$ cat src/logic/xosera_params.svh
`ifndef XOSERA_PARAMS_SVH
`define XOSERA_PARAMS_SVH

// bits per colour gun, red green and blue each
`define COLOR_BITS      4

// palette words, playfield A in the low half and B in the high half
`define PAL_ENTRIES     32

// interrupt sources, vsync and hsync start
`define NUM_INTR        2

`endif

$ cat src/logic/xosera_bus_pkg.sv
`include "xosera_params.svh"

package xosera_bus_pkg;

    typedef logic [3:0]                         reg_num_t;      // cpu register number
    typedef logic [7:0]                         byte_t;         // one bus byte lane
    typedef logic [15:0]                        word_t;         // full register word
    typedef logic [$clog2(`PAL_ENTRIES)-1:0]    pal_addr_t;     // palette word address
    typedef logic [`NUM_INTR-1:0]               intr_t;         // one bit per source

    // cpu register map
    localparam reg_num_t REG_XR_ADDR    = 4'h0;     // palette address, auto-increments
    localparam reg_num_t REG_XR_DATA    = 4'h1;     // palette data port
    localparam reg_num_t REG_INT_CTRL   = 4'h2;     // even mask, odd clear / status

    // interrupt bit numbers
    localparam int VSYNC_INTR = 0;      // vsync start
    localparam int HSYNC_INTR = 1;      // hsync start

endpackage

$ cat src/logic/xosera_video_pkg.sv
`include "xosera_params.svh"

package xosera_video_pkg;

    typedef logic [$clog2(`PAL_ENTRIES/2)-1:0]  color_t;    // playfield colour index
    typedef logic [15:0]                        argb_t;     // alpha in msb, rgb in 11:0
    typedef logic [3*`COLOR_BITS-1:0]           rgb_t;      // packed red, green, blue

    // overlay flag of a playfield B palette word
    localparam int ALPHA_BIT = 15;

endpackage

$ cat src/logic/bus_decode.sv
module bus_decode(
    input  wire logic                       clk,
    input  wire logic                       reset_i,
    input  wire logic                       bus_cs_n_i,     // chip select, active low
    input  wire logic                       bus_rd_nwr_i,   // 1 read, 0 write
    input  wire xosera_bus_pkg::reg_num_t   bus_reg_num_i,  // register number
    input  wire logic                       bus_bytesel_i,  // 0 even byte, 1 odd byte
    input  wire xosera_bus_pkg::byte_t      bus_data_i,     // write data
    input  wire xosera_bus_pkg::intr_t      intr_status_i,  // pending bits for reads
    output xosera_bus_pkg::byte_t           bus_data_o,     // read data, held during cs
    output logic                            pal_wr_o,       // palette write strobe
    output xosera_bus_pkg::pal_addr_t       pal_addr_o,     // palette write address
    output xosera_bus_pkg::word_t           pal_data_o,     // palette write word
    output xosera_bus_pkg::intr_t           intr_mask_o,    // enabled sources
    output xosera_bus_pkg::intr_t           intr_clear_o    // one cycle clear strobe
);
    import xosera_bus_pkg::*;

    logic       cs_n_q;         // cs from the previous cycle
    logic       access;         // first cycle of an access
    logic       wr_even;        // write to an even byte
    logic       wr_odd;         // write to an odd byte
    byte_t      even_latch;     // high byte waiting for the odd byte
    pal_addr_t  xr_addr;        // XR_ADDR register
    byte_t      rd_data;        // read mux before the output register

    // one access per cs assertion, on the high to low step
    assign access   = cs_n_q & ~bus_cs_n_i;
    assign wr_even  = access & ~bus_rd_nwr_i & ~bus_bytesel_i;
    assign wr_odd   = access & ~bus_rd_nwr_i & bus_bytesel_i;

    always_comb begin
        rd_data = '0;
        case (bus_reg_num_i)
            REG_XR_ADDR: begin
                if (bus_bytesel_i) begin
                    rd_data = byte_t'(xr_addr);     // address lives in the odd byte
                end
            end
            REG_INT_CTRL: begin
                // even byte mask, odd byte pending
                rd_data = bus_bytesel_i ? byte_t'(intr_status_i) : byte_t'(intr_mask_o);
            end
            default: begin
                rd_data = '0;                       // XR_DATA and unused regs
            end
        endcase
    end

    always_ff @(posedge clk) begin
        if (reset_i) begin
            cs_n_q          <= 1'b1;    // treat reset as deselected
            xr_addr         <= '0;
            intr_mask_o     <= '0;
            intr_clear_o    <= '0;
            pal_wr_o        <= 1'b0;
            bus_data_o      <= '0;
        end else begin
            cs_n_q          <= bus_cs_n_i;
            pal_wr_o        <= 1'b0;    // strobes default low
            intr_clear_o    <= '0;

            if (access && bus_rd_nwr_i) begin
                bus_data_o  <= rd_data; // captured once, held until next read
            end

            if (wr_even && bus_reg_num_i == REG_INT_CTRL) begin
                intr_mask_o <= intr_t'(bus_data_i);
            end

            if (wr_odd) begin
                case (bus_reg_num_i)
                    REG_XR_ADDR: begin
                        xr_addr         <= pal_addr_t'(bus_data_i);
                    end
                    REG_XR_DATA: begin
                        pal_wr_o        <= 1'b1;            // word commits on odd byte
                        xr_addr         <= xr_addr + 1'b1;  // wraps at palette end
                    end
                    REG_INT_CTRL: begin
                        intr_clear_o    <= intr_t'(bus_data_i);
                    end
                    default: begin
                    end
                endcase
            end
        end
    end

    // write payload, qualified by pal_wr_o downstream
    always_ff @(posedge clk) begin
        if (wr_even && bus_reg_num_i == REG_XR_DATA) begin
            even_latch  <= bus_data_i;                  // only the XR_DATA high byte
        end
        if (wr_odd) begin
            pal_addr_o  <= xr_addr;                     // address before increment
            pal_data_o  <= {even_latch, bus_data_i};
        end
    end

    // cs has to go high between accesses, so writes never merge
    pal_wr_single: assert property (@(posedge clk) disable iff (reset_i)
        pal_wr_o |=> !pal_wr_o)
        else $error("palette write strobe high two cycles");

endmodule

$ cat src/logic/palette_lookup.sv
`include "xosera_params.svh"

module palette_lookup(
    input  wire logic                       clk,
    input  wire logic                       pal_wr_i,   // write strobe from bus decode
    input  wire xosera_bus_pkg::pal_addr_t  pal_addr_i, // write address
    input  wire xosera_bus_pkg::word_t      pal_data_i, // write word
    input  wire xosera_video_pkg::color_t   pix_a_i,    // playfield A index
    input  wire xosera_video_pkg::color_t   pix_b_i,    // playfield B index
    output xosera_video_pkg::argb_t         color_a_o,  // A colour, one cycle later
    output xosera_video_pkg::argb_t         color_b_o   // B colour, one cycle later
);
    import xosera_bus_pkg::*;
    import xosera_video_pkg::*;

    argb_t      pal_mem[`PAL_ENTRIES];  // shared A and B colour table
    pal_addr_t  rd_addr_a;
    pal_addr_t  rd_addr_b;

    // A in the lower half, B in the upper half
    assign rd_addr_a = {1'b0, pix_a_i};
    assign rd_addr_b = {1'b1, pix_b_i};

    always_ff @(posedge clk) begin
        if (pal_wr_i) begin
            pal_mem[pal_addr_i] <= argb_t'(pal_data_i);
        end
    end

    // registered reads, both playfields every cycle
    always_ff @(posedge clk) begin
        color_a_o <= pal_mem[rd_addr_a];
        color_b_o <= pal_mem[rd_addr_b];
    end

endmodule

$ cat src/logic/pixel_output.sv
module pixel_output(
    input  wire logic                       clk,
    input  wire logic                       reset_i,
    input  wire logic                       vid_de_i,       // display enable at lookup
    input  wire logic                       vid_hsync_i,
    input  wire logic                       vid_vsync_i,
    input  wire xosera_video_pkg::argb_t    color_a_i,      // palette A result
    input  wire xosera_video_pkg::argb_t    color_b_i,      // palette B result
    output xosera_video_pkg::rgb_t          rgb_o,          // final colour
    output logic                            hsync_o,
    output logic                            vsync_o,
    output logic                            dv_de_o
);
    import xosera_video_pkg::*;

    logic   de_1;       // lined up with the palette read
    logic   hsync_1;
    logic   vsync_1;
    rgb_t   pix_rgb;    // overlay pick

    // B wins only where its alpha is set
    always_comb begin
        pix_rgb = color_a_i[$bits(rgb_t)-1:0];
        if (color_b_i[ALPHA_BIT]) begin
            pix_rgb = color_b_i[$bits(rgb_t)-1:0];
        end
    end

    always_ff @(posedge clk) begin
        if (reset_i) begin
            de_1    <= 1'b0;
            hsync_1 <= 1'b0;
            vsync_1 <= 1'b0;
            rgb_o   <= '0;
            hsync_o <= 1'b0;
            vsync_o <= 1'b0;
            dv_de_o <= 1'b0;
        end else begin
            de_1    <= vid_de_i;                // stage 1, palette read in flight
            hsync_1 <= vid_hsync_i;
            vsync_1 <= vid_vsync_i;
            rgb_o   <= de_1 ? pix_rgb : '0;     // black outside display enable
            hsync_o <= hsync_1;                 // stage 2, all outputs together
            vsync_o <= vsync_1;
            dv_de_o <= de_1;
        end
    end

endmodule

$ cat src/logic/intr_ctrl.sv
module intr_ctrl(
    input  wire logic                   clk,
    input  wire logic                   reset_i,
    input  wire logic                   vid_hsync_i,
    input  wire logic                   vid_vsync_i,
    input  wire xosera_bus_pkg::intr_t  intr_mask_i,    // enabled sources
    input  wire xosera_bus_pkg::intr_t  intr_clear_i,   // clear strobe from cpu
    output xosera_bus_pkg::intr_t       intr_status_o,  // pending sources
    output logic                        bus_intr_o      // one cycle cpu interrupt
);
    import xosera_bus_pkg::*;

    logic   hsync_q;    // previous sync levels for edge detect
    logic   vsync_q;
    intr_t  trigger;    // rising edges this cycle

    always_comb begin
        trigger             = '0;
        trigger[VSYNC_INTR] = vid_vsync_i & ~vsync_q;
        trigger[HSYNC_INTR] = vid_hsync_i & ~hsync_q;
    end

    always_ff @(posedge clk) begin
        if (reset_i) begin
            hsync_q         <= 1'b0;
            vsync_q         <= 1'b0;
            intr_status_o   <= '0;
            bus_intr_o      <= 1'b0;
        end else begin
            hsync_q         <= vid_hsync_i;
            vsync_q         <= vid_vsync_i;
            // pulse only for enabled sources not yet pending
            bus_intr_o      <= |(trigger & intr_mask_i & ~intr_status_o);
            // new trigger beats a clear in the same cycle
            intr_status_o   <= (intr_status_o & ~intr_clear_i) | trigger;
        end
    end

    // each pulse comes with an enabled source that just went pending
    intr_pulse_new: assert property (@(posedge clk) disable iff (reset_i)
        bus_intr_o |-> |($past(intr_mask_i) & intr_status_o & ~$past(intr_status_o)))
        else $error("bus interrupt without a newly pending enabled source");

endmodule

$ cat src/logic/xosera_display.sv
`include "xosera_params.svh"

module xosera_display(
    input  wire logic                       clk,            // pixel clock
    input  wire logic                       reset_i,
    input  wire logic                       bus_cs_n_i,     // register select, active low
    input  wire logic                       bus_rd_nwr_i,   // 1 read, 0 write
    input  wire xosera_bus_pkg::reg_num_t   bus_reg_num_i,
    input  wire logic                       bus_bytesel_i,  // 0 even, 1 odd
    input  wire xosera_bus_pkg::byte_t      bus_data_i,
    output xosera_bus_pkg::byte_t           bus_data_o,
    output logic                            bus_intr_o,     // cpu interrupt pulse
    input  wire logic                       vid_de_i,       // raw video timing in
    input  wire logic                       vid_hsync_i,
    input  wire logic                       vid_vsync_i,
    input  wire xosera_video_pkg::color_t   pix_a_i,        // playfield A index
    input  wire xosera_video_pkg::color_t   pix_b_i,        // playfield B index
    output logic [`COLOR_BITS-1:0]          red_o,
    output logic [`COLOR_BITS-1:0]          green_o,
    output logic [`COLOR_BITS-1:0]          blue_o,
    output logic                            hsync_o,
    output logic                            vsync_o,
    output logic                            dv_de_o
);
    import xosera_bus_pkg::*;
    import xosera_video_pkg::*;

    logic       pal_wr;         // palette write strobe
    pal_addr_t  pal_addr;
    word_t      pal_data;
    intr_t      intr_mask;      // even byte of INT_CTRL
    intr_t      intr_clear;     // odd byte write strobe
    intr_t      intr_status;    // odd byte read
    argb_t      color_a;        // palette outputs
    argb_t      color_b;
    rgb_t       rgb;            // packed output colour

    bus_decode bus_decode(
        .clk(clk),
        .reset_i(reset_i),
        .bus_cs_n_i(bus_cs_n_i),
        .bus_rd_nwr_i(bus_rd_nwr_i),
        .bus_reg_num_i(bus_reg_num_i),
        .bus_bytesel_i(bus_bytesel_i),
        .bus_data_i(bus_data_i),
        .intr_status_i(intr_status),
        .bus_data_o(bus_data_o),
        .pal_wr_o(pal_wr),
        .pal_addr_o(pal_addr),
        .pal_data_o(pal_data),
        .intr_mask_o(intr_mask),
        .intr_clear_o(intr_clear)
    );

    palette_lookup palette_lookup(
        .clk(clk),
        .pal_wr_i(pal_wr),
        .pal_addr_i(pal_addr),
        .pal_data_i(pal_data),
        .pix_a_i(pix_a_i),
        .pix_b_i(pix_b_i),
        .color_a_o(color_a),
        .color_b_o(color_b)
    );

    pixel_output pixel_output(
        .clk(clk),
        .reset_i(reset_i),
        .vid_de_i(vid_de_i),
        .vid_hsync_i(vid_hsync_i),
        .vid_vsync_i(vid_vsync_i),
        .color_a_i(color_a),
        .color_b_i(color_b),
        .rgb_o(rgb),
        .hsync_o(hsync_o),
        .vsync_o(vsync_o),
        .dv_de_o(dv_de_o)
    );

    intr_ctrl intr_ctrl(
        .clk(clk),
        .reset_i(reset_i),
        .vid_hsync_i(vid_hsync_i),
        .vid_vsync_i(vid_vsync_i),
        .intr_mask_i(intr_mask),
        .intr_clear_i(intr_clear),
        .intr_status_o(intr_status),
        .bus_intr_o(bus_intr_o)
    );

    assign {red_o, green_o, blue_o} = rgb;  // red in the top gun bits

endmodule

$ cat config.mk
export PLATFORM = sky130hd
export DESIGN_NAME = xosera_display
export DESIGN_NICKNAME = d
export VERILOG_FILES = /design/src/logic/xosera_bus_pkg.sv /design/src/logic/xosera_video_pkg.sv /design/src/logic/bus_decode.sv /design/src/logic/palette_lookup.sv /design/src/logic/pixel_output.sv /design/src/logic/intr_ctrl.sv /design/src/logic/xosera_display.sv
export VERILOG_INCLUDE_DIRS = /design/src /design/src/logic
export SDC_FILE = /design/constraint.sdc
export NUM_CORES = 1
export LEC_CHECK = 0
export ABC_AREA = 1
export BUFFER_PORTS_ARGS = -buffer_cell sky130_fd_sc_hd__clkbuf_2
export CORE_MARGIN = 3
export CORE_UTILIZATION = 47
export CTS_CLUSTER_SIZE = 16
export DETAILED_ROUTE_END_ITERATION = 7
export GPL_TIMING_DRIVEN = 0
export PLACE_DENSITY = 0.74
export RECOVER_POWER = 100
export SLEW_MARGIN = 25
export SYNTH_ARGS = -nofsm -noshare
export SYNTH_HDL_FRONTEND = slang
export SYNTH_SLANG_ARGS = --single-unit
$ cat constraint.sdc
create_clock -name clk -period 2 [get_ports clk]
set_clock_uncertainty 0.1 [all_clocks]
set_input_delay 0.4 -clock clk [delete_from_list [all_inputs] [get_ports clk]]
set_output_delay 0.4 -clock clk [all_outputs]
set_load 0.02 [all_outputs]
== Word-level counts from Yosys, hierarchy flattened ==
Memory sizes are Yosys's and may differ from the RTL's. A register that Yosys moved wholly into a read port is not among the register bits.
Cells that the tools add are included.

* Register bits after elaboration: 69
* Bits in writable memories: 512
* Bits of input ports: 28
* Output and inout bits: 24
* Logic and storage cells: 60
* Memories: 1

{| class="wikitable"
|+ Memory list
! memory !! depth !! width !! rd ports !! clocked after Yosys merged registers in !! write ports !! line !! text
|-
| palette_lookup.pal_mem || 32 || 16 || 2 || 2 || 1 || palette_lookup.sv:16 || <nowiki>argb_t pal_mem[`PAL_ENTRIES];</nowiki>
|}

* Add/subtract/negate cells: 1
* Equality and inequality tests: 2
* Multiplexer cells: 8
* Bitwise operators: 20
* Reduce and logical (&&, ||, !) cells: 10

{| class="wikitable"
|+ Operators with widths
! kind !! count
|-
| $pmux 8 s2 || 1
|-
| $mux 12 || 1
|-
| $pmux 5 s2 || 1
|-
| $not 1->1 || 8
|-
| $and 1x1->1 || 6
|-
| $and 2x2->2 || 3
|-
| $reduce_or 2->1 || 3
|-
| $add 5x1->5 const B || 1
|-
| $mux 5 || 1
|-
| $eq 4x1->1 const B || 1
|-
| $eq 4x2->1 const B || 1
|-
| $logic_not 4->1 || 1
|-
| $not 2->2 || 2
|-
| $logic_and 1x1->1 || 3
|-
| $mux 1 || 3
|-
| $reduce_or 3->1 || 1
|-
| $mux 2 || 1
|-
| $or 2x2->2 || 1
|-
| $reduce_and 2->1 || 1
|-
| $reduce_bool 2->1 || 1
|}

== Depth between registers and ports, before layout ==
Gate-level depths: netlist of run 1.

* Depth after elaboration: 6
* Depth in mapped cells: 10
* Mapped depth without buffers: 8

== Cells and area by module ==
From an unflattened synthesis of run 1, not the netlist that was laid out.

* Cells, all modules: 2403
* Area, all modules: 25388.1 um2

{| class="wikitable"
|+ By module, submodules not included
! module !! instances !! cells an instance !! area each (um2)
|-
| palette_lookup || 1 || 2143 || 22739.3
|-
| bus_decode || 1 || 165 || 1794.2
|-
| pixel_output || 1 || 71 || 650.6
|-
| intr_ctrl || 1 || 24 || 203.9
|}

== Least setup slack after synthesis of run 1 ==
Ideal clock, no wire load.

* Path kind: flip-flop to flip-flop
* Start: register bus_decode.pal_addr_o[1]
* End: memory palette_lookup.pal_mem[17][0] (netlist name), enable pin
* Setup time: 382 ps
* Arrival: 1277 ps
* Required time: 1518 ps
* Setup slack: 241 ps
* Stages on the path, launching flop included: 4
* Buffers on the path: 0
* Period minus slack after synthesis: 1759 ps
* Cell sequence: edfxtp_1 > inv_1 > nand3_1 > nor2_1

{| class="wikitable"
|+ RTL lines
! item !! line !! text
|-
| from (decl) || bus_decode.sv:12 || <nowiki>output xosera_bus_pkg::pal_addr_t pal_addr_o,</nowiki>
|-
| from (signal assigned) || bus_decode.sv:96 || <nowiki>pal_addr_o <= xr_addr;</nowiki>
|-
| to (decl) || palette_lookup.sv:16 ||
|}

No word-level cell before the write port.

== Worst setup path in the final report of run 1 ==
* Start: register bus_decode.pal_wr_o
* End: memory palette_lookup.pal_mem[3][3] (netlist name), enable pin

* Longest elaborated chain between the ends: 2

{| class="wikitable"
|+ Ends and longest elaborated chain
! item !! line !! text
|-
| from (decl) || bus_decode.sv:11 || <nowiki>output logic pal_wr_o,</nowiki>
|-
| from (signal assigned) || bus_decode.sv:56 || <nowiki>pal_wr_o <= 1'b0;</nowiki>
|-
| from (signal assigned) || bus_decode.sv:60 || <nowiki>pal_wr_o <= 1'b0;</nowiki>
|-
| from (signal assigned) || bus_decode.sv:77 || <nowiki>pal_wr_o <= 1'b1;</nowiki>
|-
| $mux 1 || palette_lookup.sv:25 || <nowiki>if (pal_wr_i) begin</nowiki>
|-
| $mux 1 (implied by the code) || palette_lookup.sv:26 || <nowiki>pal_mem[pal_addr_i] <= argb_t'(pal_data_i);</nowiki>
|}

No other way between the ends.

==> metrics.md, run 1 <==
| Metric | Value |
|---|---|
| Status | finished with violations |
| Failing checks | negative setup slack |
| Core Region | 39800 um^2 |
| Total power | around 21000 uW |
| Flops & latches, synth | around 490 |
| DP Wirelength | 34.6 mm |
| Layout Cells excl Fill | 2346 |
| Worst slew pin tran | 1.17 ns |
| Final Hold Fails | 0 |
| Met2 Usage GRT | 0.352 |
| First-pass GRT wire length | approximately 75 mm |
| Placed instance count | 2209 |
| CP Max Fanout | 12 |
| Slew Viols, Final | 0 |
| Clk buf depth | 3 |
| Flop pwr share | 0.515 |
| Maximum VDD drop | 0.674 mV |
| Largest net degree at the start of global routing | 21 |
| Most used routing layer | met2 |
| Type of origin of the critical path | flip-flop |
| Relative slew slack | 0.219 |
| Starting DRT DRC Count | 1612 |
| Die area | 42900 um^2 |
| Internal | 16700 uW |
| Fmax | 0.496 GHz |
| CTS tree | yes |
| Vias/cell | 5.66 |
| Final min period | 2.01 ns |
| Synthesized area per cell | around 12 um^2 |
| Yosys warns | 0 |
| Most common library cell in the layout ignoring fill and taps | edfxtp_1 |
| Critical Path RT | 2.13 ns |
| Final period util | 1.01 |
| N_diodes | 0 |
| Max H-tree Level | 2 |
| Setup CP Type | reg2reg |
| Clock Pin Slew Worst Setup and Hold Paths | ~0.070 ns |
| Clock share of power | 0.431 |
| Mapped Area | 19000 um^2 |
| Vias | 13300 |
| Pre-Repair DR Iteration Count | 6 |
| Total clock sinks | 485 |
| Gr ovfl total | 0 |
| Initial antenna violation count | 0 |
| Share of the synthesized area in the top cell type | 0.668 |
| Area leader, netlist | edfxtp_1 |
| Rows | 73 |
| Area grow syn2layout | 19.4% |
| Worst EP arrival | between 2 and 2.5 ns |
| Cell family with most CP delay | simple AND/OR/NAND/NOR gates |
| Clk_lat worst skew | 0.59 ns |
| NetSw | 4740 uW |
| Fraction of layout cells with a size suffix above 1 | 0.130 |
| P_leak | roughly 0.0083 uW |
| Initial core utilization | 0.478 |
| Logic pwr share | 0.054 |
| Vias in the first global route | 12200 |
| Switching Fraction | 0.221 |
| Synth area leaders | edfxtp_1 67%, dfxtp_1 6.5%, nand2_1 6.4% |
| PwrDens | 943 nW/um^2 |
| Final ANT Viol Nets | 0 |
| Io pins | 52 |
| Synth cell types | 26 |
| Post-route DRC violation count | 0 |
| Number of port buffers | 43 |
| Met3 GRT Util | 0.0495 |
| Root Driver | clkbuf_16 |
| Seq/Total Area, Yosys | 0.733 |
| GRT Total Usage | 0.228 |
| Mapped Cells | 1617 |
| Final Setup Violations | 33 |
| WL/cell | 22.1 um |
| Die Ht | around 210 um |
| Crit path cell chain | nand3_2 -> nor2_4 |
| Met1 Usage GRT | 0.328 |
| Hold Crit Class | in2reg |
| Final nets | approximately 1800 |
| GP Congestion | ~1.0 |
| Final wirelength | 51.8 mm |
| Max Cap Viol | 0 |
| Final setup margin | -0.0142 ns |
| Die Wd | 207 um |
| CTS buffer count | 48 |
| CP max stage delay | about 0.53 ns |
| Critical Path Slowest Stage Cell | nor2_4 |
| Most frequent cells in the layout | 423 x edfxtp_1, 323 x nand2_1, 214 x nor2_1 |
| CP Buf/Inv Count | 0 |
| Critical path endpoint category | flip-flop |
cells in the mapped netlist (all sizes together):
cell type	number
nand2	323
o21a	4
a21oi	17
o211ai	56
clkbuf	20
or2	3
edfxtp	423
nor2	247
nand4	3
dfxtp	62
inv	96
nor3	3
o21ai	104
ha	1
nand3	182
conb	1
buf	67
a21o	3
clkinv	2
flip-flops by register name (all words and copies together), names as in the netlist, 2 cells and up:
| name | cells |
|---|---|
| bus_decode.bus_data_o | 5 |
| bus_decode.even_latch | 5 |
| bus_decode.intr_clear_o | 2 |
| bus_decode.intr_mask_o | 2 |
| bus_decode.pal_addr_o | 5 |
| bus_decode.pal_data_o | 13 |
| bus_decode.xr_addr | 5 |
| intr_ctrl.intr_status_o | 2 |
| palette_lookup.color_a_o | 12 |
| palette_lookup.color_b_o | 13 |
| palette_lookup.pal_mem | 400 |
| pixel_output.rgb_o | 12 |
stage by stage:
stage               hold WS (ns)  worst slack [ns]   util  setup TNS, ns  cell area (um^2)
floorplan                  0.300             0.241      -              0             19000
global placement           0.301            -0.530  0.500        -111.59             19900
detailed placement         0.305            -0.530  0.511         -99.82             20400
CTS                      0.00364            -0.278  0.560         -63.08             22300
global route              0.0301           -0.0531  0.571         -0.822             22700
finish                    0.0147           -0.0142  0.571         -0.243             22700
worst paths after layout:
check,slack [ns],from,cells after the start,end
worst max register to register,-0.01,bus_decode.pal_wr_o,2,palette_lookup.pal_mem[3][3]
worst min register to register,0.32,bus_decode.even_latch[2],0,bus_decode.pal_data_o[10]
worst max-delay path,-0.01,bus_decode.pal_wr_o,2,palette_lookup.pal_mem[3][3]
worst min-delay path,0.01,reset_i,2,pixel_output.vsync_1
final cells by class:
cell class	count	area (um^2)
Fill cell	3187	17100
Sequential cell	485	13900
Multi-Input combinational cell	949	4470
Clock buffer	61	1320
Timing Repair Buffer	112	1160
Tap cell	525	657
Buffer	87	498
Inverter	98	373
Clock inverter	29	297
cell families after synthesis:
family | after synthesis | synth area share
simple gates | 761 | 0.163
flops | 485 | 0.733
buf+inv | 185 | 0.0464
compound gates | 184 | 0.0567
fa+ha+maj | 1 | 0.000657
other cells | 1 | 0.000197
power by group through the flow:
stage	sequential [uW]	combinational, uW	clock (uW)
global route	11000	1250	9670
CTS	11000	1140	9250
finish	11000	1150	9230
floorplan	11300	645	0
detailed placement	11300	1110	0
global placement	11300	1010	0
routing by layer:
layer  share of wire  wire length, um  vias to the layer above
met5         0.00079               41                        -
met4           0.032             1670                        2
met3            0.11             5650                      132
met2            0.46            23800                      812
met1            0.40            20600                     6398
li1                -                -                     5930
what timing repair did:
action / 4_1_cts / 5_1_grt
hold endpoints to repair: 19 / 0
hold buffers: 12 / 0
buffers inserted: 8 / 27
resized for setup: 17 / 28
pin swaps: 5 / 26
setup endpoints to repair: 400 / 337
Power figures use the tool's default switching activity.
==> run 2, diff against run 1 <==
Settings changed: CORE_UTILIZATION 47 to 50, PLACE_DENSITY 0.74 to 0.77.
==> metrics.md, run 2 (same netlist as run 1, synthesis figures left out) <==
| Metric | Value |
|---|---|
| Critical Path RT | 2.11 ns |
| Final min period | between 2 and 2.5 ns |
| Critical Path Slowest Stage Cell | nor2_4 |
| Post-route DRC violation count | 0 |
| Switching Fraction | 0.217 |
| Crit path cell chain | nand3_2 -> nor2_4 |
| CTS buffer count | 49 |
| Final Util | 0.607 |
| Type of origin of the critical path | flip-flop |
| Final period util | 1.02 |
| Cell family with most CP delay | simple AND/OR/NAND/NOR gates |
| Vias | roughly 13000 |
| Multi-input logic area | roughly 4500 um^2 |
| Area grow syn2layout | 18.2% |
| Status | finished with violations |
| P_leak | roughly 0.008 uW |
| Fmax | 0.492 GHz |
| Dpl ws | -0.398 ns |
| Flop pwr share | 0.510 |
| Reg2reg end | palette_lookup.pal_mem[31][7] |
| Internal | 17000 uW |
| N_diodes | 0 |
| DP Wirelength | roughly 33 mm |
| Logic pwr share | 0.053 |
| Vias in the first global route | 12400 |
| Most common library cell in the layout ignoring fill and taps | edfxtp_1 |
| Stages on the worst setup path | 2 |
| RSZ-0062 raised after global routing | true |
| Number of port buffers | 43 |
| First-pass GRT wire length | roughly 74 mm |
| CP max stage delay | 0.59 ns |
| Worst Reg-to-Reg Cells | 2 |
| Largest register FFs | 400 |
| Largest net degree at the start of global routing | 20 |
| Worst slew pin tran | 1.09 ns |
| Maximum VDD drop | 0.736 mV |
| Final Setup Violations | 51 |
| GP Congestion | a little under 1 |
| Clk_lat worst skew | roughly 0.57 ns |
| Initial antenna violation count | 1 |
| Die area | just over 40000 um^2 |
| Io pins | 52 |
| Die Wd | between 200 and 250 um |
| PwrDens | 964 nW/um^2 |
| Final setup margin | -0.0339 ns |
| Fill cell count | 2658 |
| Total clock sinks | 485 |
| Largest registers | palette_lookup.pal_mem (400), bus_decode.pal_data_o (13), palette_lookup.color_b_o (13) |
| Gr ovfl total | 0 |
| CP endpoint | palette_lookup.pal_mem[31][7] |
| Clock Pin Slew Worst Setup and Hold Paths | around 0.060 ns |
| Largest Register | palette_lookup.pal_mem |
| Core Region | between 30000 and 40000 um^2 |
| Pre-Repair DR Iteration Count | 5 |
| Final ANT Viol Nets | 0 |
| Critical path endpoint category | flip-flop |
| Failing checks | negative setup slack |
| Clk buf depth | 3 |
| Slew Viols, Final | 0 |
| Worst EP arrival | 2.14 ns |
| NetSw | 4710 uW |
| CP Buf/Inv Count | 0 |
| GRT Total Usage | 0.240 |
| Worst R2R Start | bus_decode.pal_wr_o |
| Clock share of power | 0.438 |
| Vias/cell | 5.71 |
| Initial core utilization | 0.514 |
| Relative slew slack | 0.276 |
| Starting DRT DRC Count | 1812 |
| Final wirelength | 51.8 mm |
| Final nets | between 1500 and 2000 |
| Rows | 70 |
| Setup CP Type | reg2reg |
| Max Cap Viol | 0 |
| Worst R2R Setup Slack | -0.03 ns |
| FF/Latch Area | between 10000 and 15000 um^2 |
| Most frequent cells in the layout | 423 x edfxtp_1, 323 x nand2_1, 214 x nor2_1 |
| CTS tree | yes |
| WL/cell | 22.4 um |
| Critical Path Source | bus_decode.pal_wr_o |
| Fraction of layout cells with a size suffix above 1 | 0.123 |
| Die Ht | 201 um |
| Hold Crit Class | in2reg |
| Root Driver | clkbuf_16 |
| Max H-tree Level | 2 |
| Final Hold Fails | 0 |
| CP Max Fanout | 13 |
-- run 2: changes by cell type in the layout (fill, tap and decap cells not counted), moves of 2 or more --
cell | previous run | this run
buf_16 | 4 | 1
buf_12 | 30 | 21
o21ai_1 | 27 | 25
clkbuf_8 | 5 | 3
o21ai_0 | 77 | 79
clkbuf_16 | 49 | 52
clkinv_1 | 5 | 3
clkinv_2 | 12 | 16
inv_6 | 4 | 1
clkbuf_1 | 72 | 78
buf_4 | 13 | 11
-- run 2: final cells by class --
| cell class | instances | share of cell area |
|---|---|---|
| multi-input cells | 949 | 0.199 |
| well taps | 504 | 0.0280 |
| inverters | 98 | 0.0166 |
| clock inverters | 29 | 0.0140 |
| repair buffers | 100 | 0.0392 |
| clock buffers | 63 | 0.0611 |
| flip-flops and latches | 485 | 0.620 |
| plain buffers | 87 | 0.0222 |
-- run 2: layer usage --
layer  share of wire  track usage  up-vias  routed length (um)
li1                -            -     5901                   -
met1            0.39        0.354     6284               20200
met2            0.45        0.361      915               23300
met3            0.13       0.0483      121                6690
met4           0.031       0.0758        0                1620
met5               0            0        -                   0
-- run 2: worst min path at each step --
| stage | start | slack [ns] | depth (start not counted) | endpoint |
|---|---|---|---|---|
| detailed placement | bus_decode.even_latch[7] | 0.31 | 0 | bus_decode.pal_data_o[15] |
| global placement | bus_decode.even_latch[7] | 0.30 | 0 | bus_decode.pal_data_o[15] |
| floorplan | bus_decode.even_latch[2] | 0.30 | 0 | bus_decode.pal_data_o[10] |
| finish | reset_i | 0.05 | 2 | pixel_output.hsync_o |
| CTS | reset_i | 0.04 | 2 | pixel_output.de_1 |
| global route | reset_i | 0.06 | 2 | pixel_output.hsync_o |
-- run 2: stage by stage --
| stage | cell area, um^2 | power (uW) | setup TNS, ns | hold WS [ns] | std cells |
|---|---|---|---|---|---|
| 3_5_place_dp | 20300 | 12400 | -93.42 | 0.305 | 2187 |
| 2_1_floorplan | 19000 | 11900 | 0 | 0.300 | 1619 |
| 3_3_place_gp | 19900 | 12300 | -112.72 | 0.300 | 2166 |
| 6_report | 22500 | 21700 | -0.631 | 0.0463 | 2315 |
| 4_1_cts | 22300 | 21700 | -29.01 | 0.0359 | 2298 |
| 5_1_grt | 22500 | 22200 | -4.61 | 0.0623 | 2315 |
-- run 2: timing repair --
item	4_1_cts	5_1_grt
hold endpoints to repair	18	0
endpoints found under the setup margin	400	287
hold buffers	12	0
pin swaps	5	18
resized for setup	30	18
buffers inserted	7	17
-- run 2: power by group through the flow --
stage	Combinational [uW]	Clock (uW)	Sequential [uW]
floorplan	645	0	11300
global placement	1000	0	11300
finish	1140	9490	11000
global route	1230	9960	11100
detailed placement	1090	0	11300
CTS	1120	9480	11100
==> run 3, diff against run 2 <==
Settings changed: ABC_AREA 1 to unset, SYNTH_HIERARCHICAL set to 1.
==> metrics.md, run 3 <==
| Metric | Value |
|---|---|
| Final period util | 0.972 |
| Met3 GRT Util | 0.0309 |
| Slew Viols, Final | 0 |
| Largest register FFs | 400 |
| Clock Pin Slew Worst Setup and Hold Paths | 0.07 ns |
| Yosys warns | 6 |
| Mapped Area | ~18000 um^2 |
| Fraction of layout cells with a size suffix above 1 | 0.249 |
| Initial antenna violation count | 0 |
| PwrDens | 975 nW/um^2 |
| Final min period | 1.94 ns |
| First-pass GRT wire length | 56.7 mm |
| Rows | between 60 and 70 |
| Type of origin of the critical path | flip-flop |
| Area grow syn2layout | 17.2% |
| Maximum VDD drop | 0.592 mV |
| Multi-input logic area | 4020 um^2 |
| Die Ht | 197 um |
| FF/Latch Area | 14000 um^2 |
| Worst R2R Setup Slack | around 0.055 ns |
| Number of port buffers | 44 |
| Critical path endpoint category | flip-flop |
| Critical Path RT | 2.14 ns |
| Met1 Usage GRT | 0.280 |
| Synthesized area per cell | 20.6 um^2 |
| Vias in the first global route | 9097 |
| Most frequent cells in the layout | 423 x edfxtp_1, 80 x mux4_2, 70 x clkbuf_1 |
| Fin area | 21300 um^2 |
| Most used routing layer | met2 |
| Post-route DRC violation count | 0 |
| Final nets | between 1000 and 1500 |
| Gr ovfl total | 0 |
| Total clock sinks | ~500 |
| Root Driver | clkbuf_16 |
| Final Util | 0.596 |
| Dpl ws | -0.506 ns |
| RSZ-0062 raised after global routing | true |
| Starting DRT DRC Count | 1033 |
| Setup CP Type | reg2reg |
| Fill cell count | 2419 |
| Largest net degree at the start of global routing | 33 |
| Clk_lat worst skew | 0.55 ns |
| Die area | 38600 um^2 |
| DP Wirelength | 21.9 mm |
| Initial core utilization | 0.509 |
| Largest Register | palette_lookup/pal_mem |
| GP Congestion | around 0.84 |
| Max H-tree Level | 2 |
| Final Setup Violations | 0 |
| Relative slew slack | 0.286 |
| CTS buffer count | 47 |
| Fmax | slightly above 0.5 GHz |
| Worst slew pin tran | about 1.1 ns |
| Clk buf depth | 3 |
| Die Wd | 197 um |
| Largest registers | palette_lookup/pal_mem (400), bus_decode/pal_data_o (13), palette_lookup/color_b_o (13) |
| Mapped Cells | 881 |
| P_leak | 0.00690 uW |
| Vias/cell | 6.02 |
| Final setup margin | 0.0554 ns |
| Status | finished, final reports clean |
| CTS tree | yes |
| Io pins | between 50 and 60 |
| Final Hold Fails | 0 |
| Most common library cell in the layout ignoring fill and taps | edfxtp_1 |
| Final wirelength | 38.9 mm |
| Placed Area | between 15000 and 20000 um^2 |
| Final ANT Viol Nets | 0 |
| Vias | slightly above 9000 |
| Met2 Usage GRT | 0.322 |
| N_diodes | 0 |
| Final TNS setup | 0 ns |
| Core Region | 35700 um^2 |
| GRT Total Usage | 0.195 |
| Worst EP arrival | 2.09 ns |
| Hold Crit Class | in2reg |
| CP Max Fanout | 12 |
| WL/cell | 25.6 um |
| Pre-Repair DR Iteration Count | 5 |
| Max Cap Viol | 0 |
==> run 3: power by group <==
part	switching [uW]	leakage, uW	internal (uW)
logic	459	0.00183	348
registers	63.3	0.00433	11000
clock network	3640	0.000740	5200
total	4160	0.00690	16600
==> run 3: routing by layer <==
layer | share of wire | vias to the layer above | wire length, um
met1 | 0.40 | 4744 | 15600
met4 | 0.024 | 0 | 947
met5 | 0 | - | 0
met3 | 0.074 | 75 | 2880
li1 | - | 3897 | -
met2 | 0.50 | 445 | 19500
==> run 3: area by class of cell <==
class,count,share of cell area
Multi-Input combinational cell,339,0.189
Buffer,51,0.0161
Sequential cell,487,0.658
Clock buffer,67,0.0613
Timing Repair Buffer,93,0.0363
Clock inverter,20,0.0112
Inverter,5,0.00106
Tap cell,461,0.0271
==> run 3: metrics by stage <==
| step | hold WS [ns] | cells | power (uW) |
|---|---|---|---|
| 2_1_floorplan | 0.300 | 883 | 11800 |
| 3_3_place_gp | 0.303 | 1388 | 12100 |
| 3_5_place_dp | 0.305 | 1392 | 12100 |
| 4_1_cts | 0.0127 | 1506 | 20800 |
| 5_1_grt | 0.0368 | 1523 | 21400 |
| 6_report | 0.0375 | 1523 | 20700 |
==> run 3: repair_timing <==
action,4_1_cts,5_1_grt
setup buffers,21,9
setup endpoints to repair,400,272
resized for setup,23,13
hold buffers,7,0
hold endpoints to repair,10,0
pin swaps,14,7
==> run 3: path summary, 6_finish.rpt <==
check / startpoint / to / cells after the start
hold / removal: vid_hsync_i / pixel_output/hsync_1 / 2
setup reg to reg: bus_decode/pal_addr_o[0] / palette_lookup/pal_mem[19][0] / 3
hold reg to reg: bus_decode/even_latch[7] / bus_decode/pal_data_o[15] / 0
setup / recovery: bus_decode/pal_addr_o[0] / palette_lookup/pal_mem[19][0] / 3
==> run 3: critical path: stages, from the launching register on <==
cell	delay, ns
edfxtp_1	0.44
nand3_2	0.45
nor2_1	0.46
buf_12	0.20
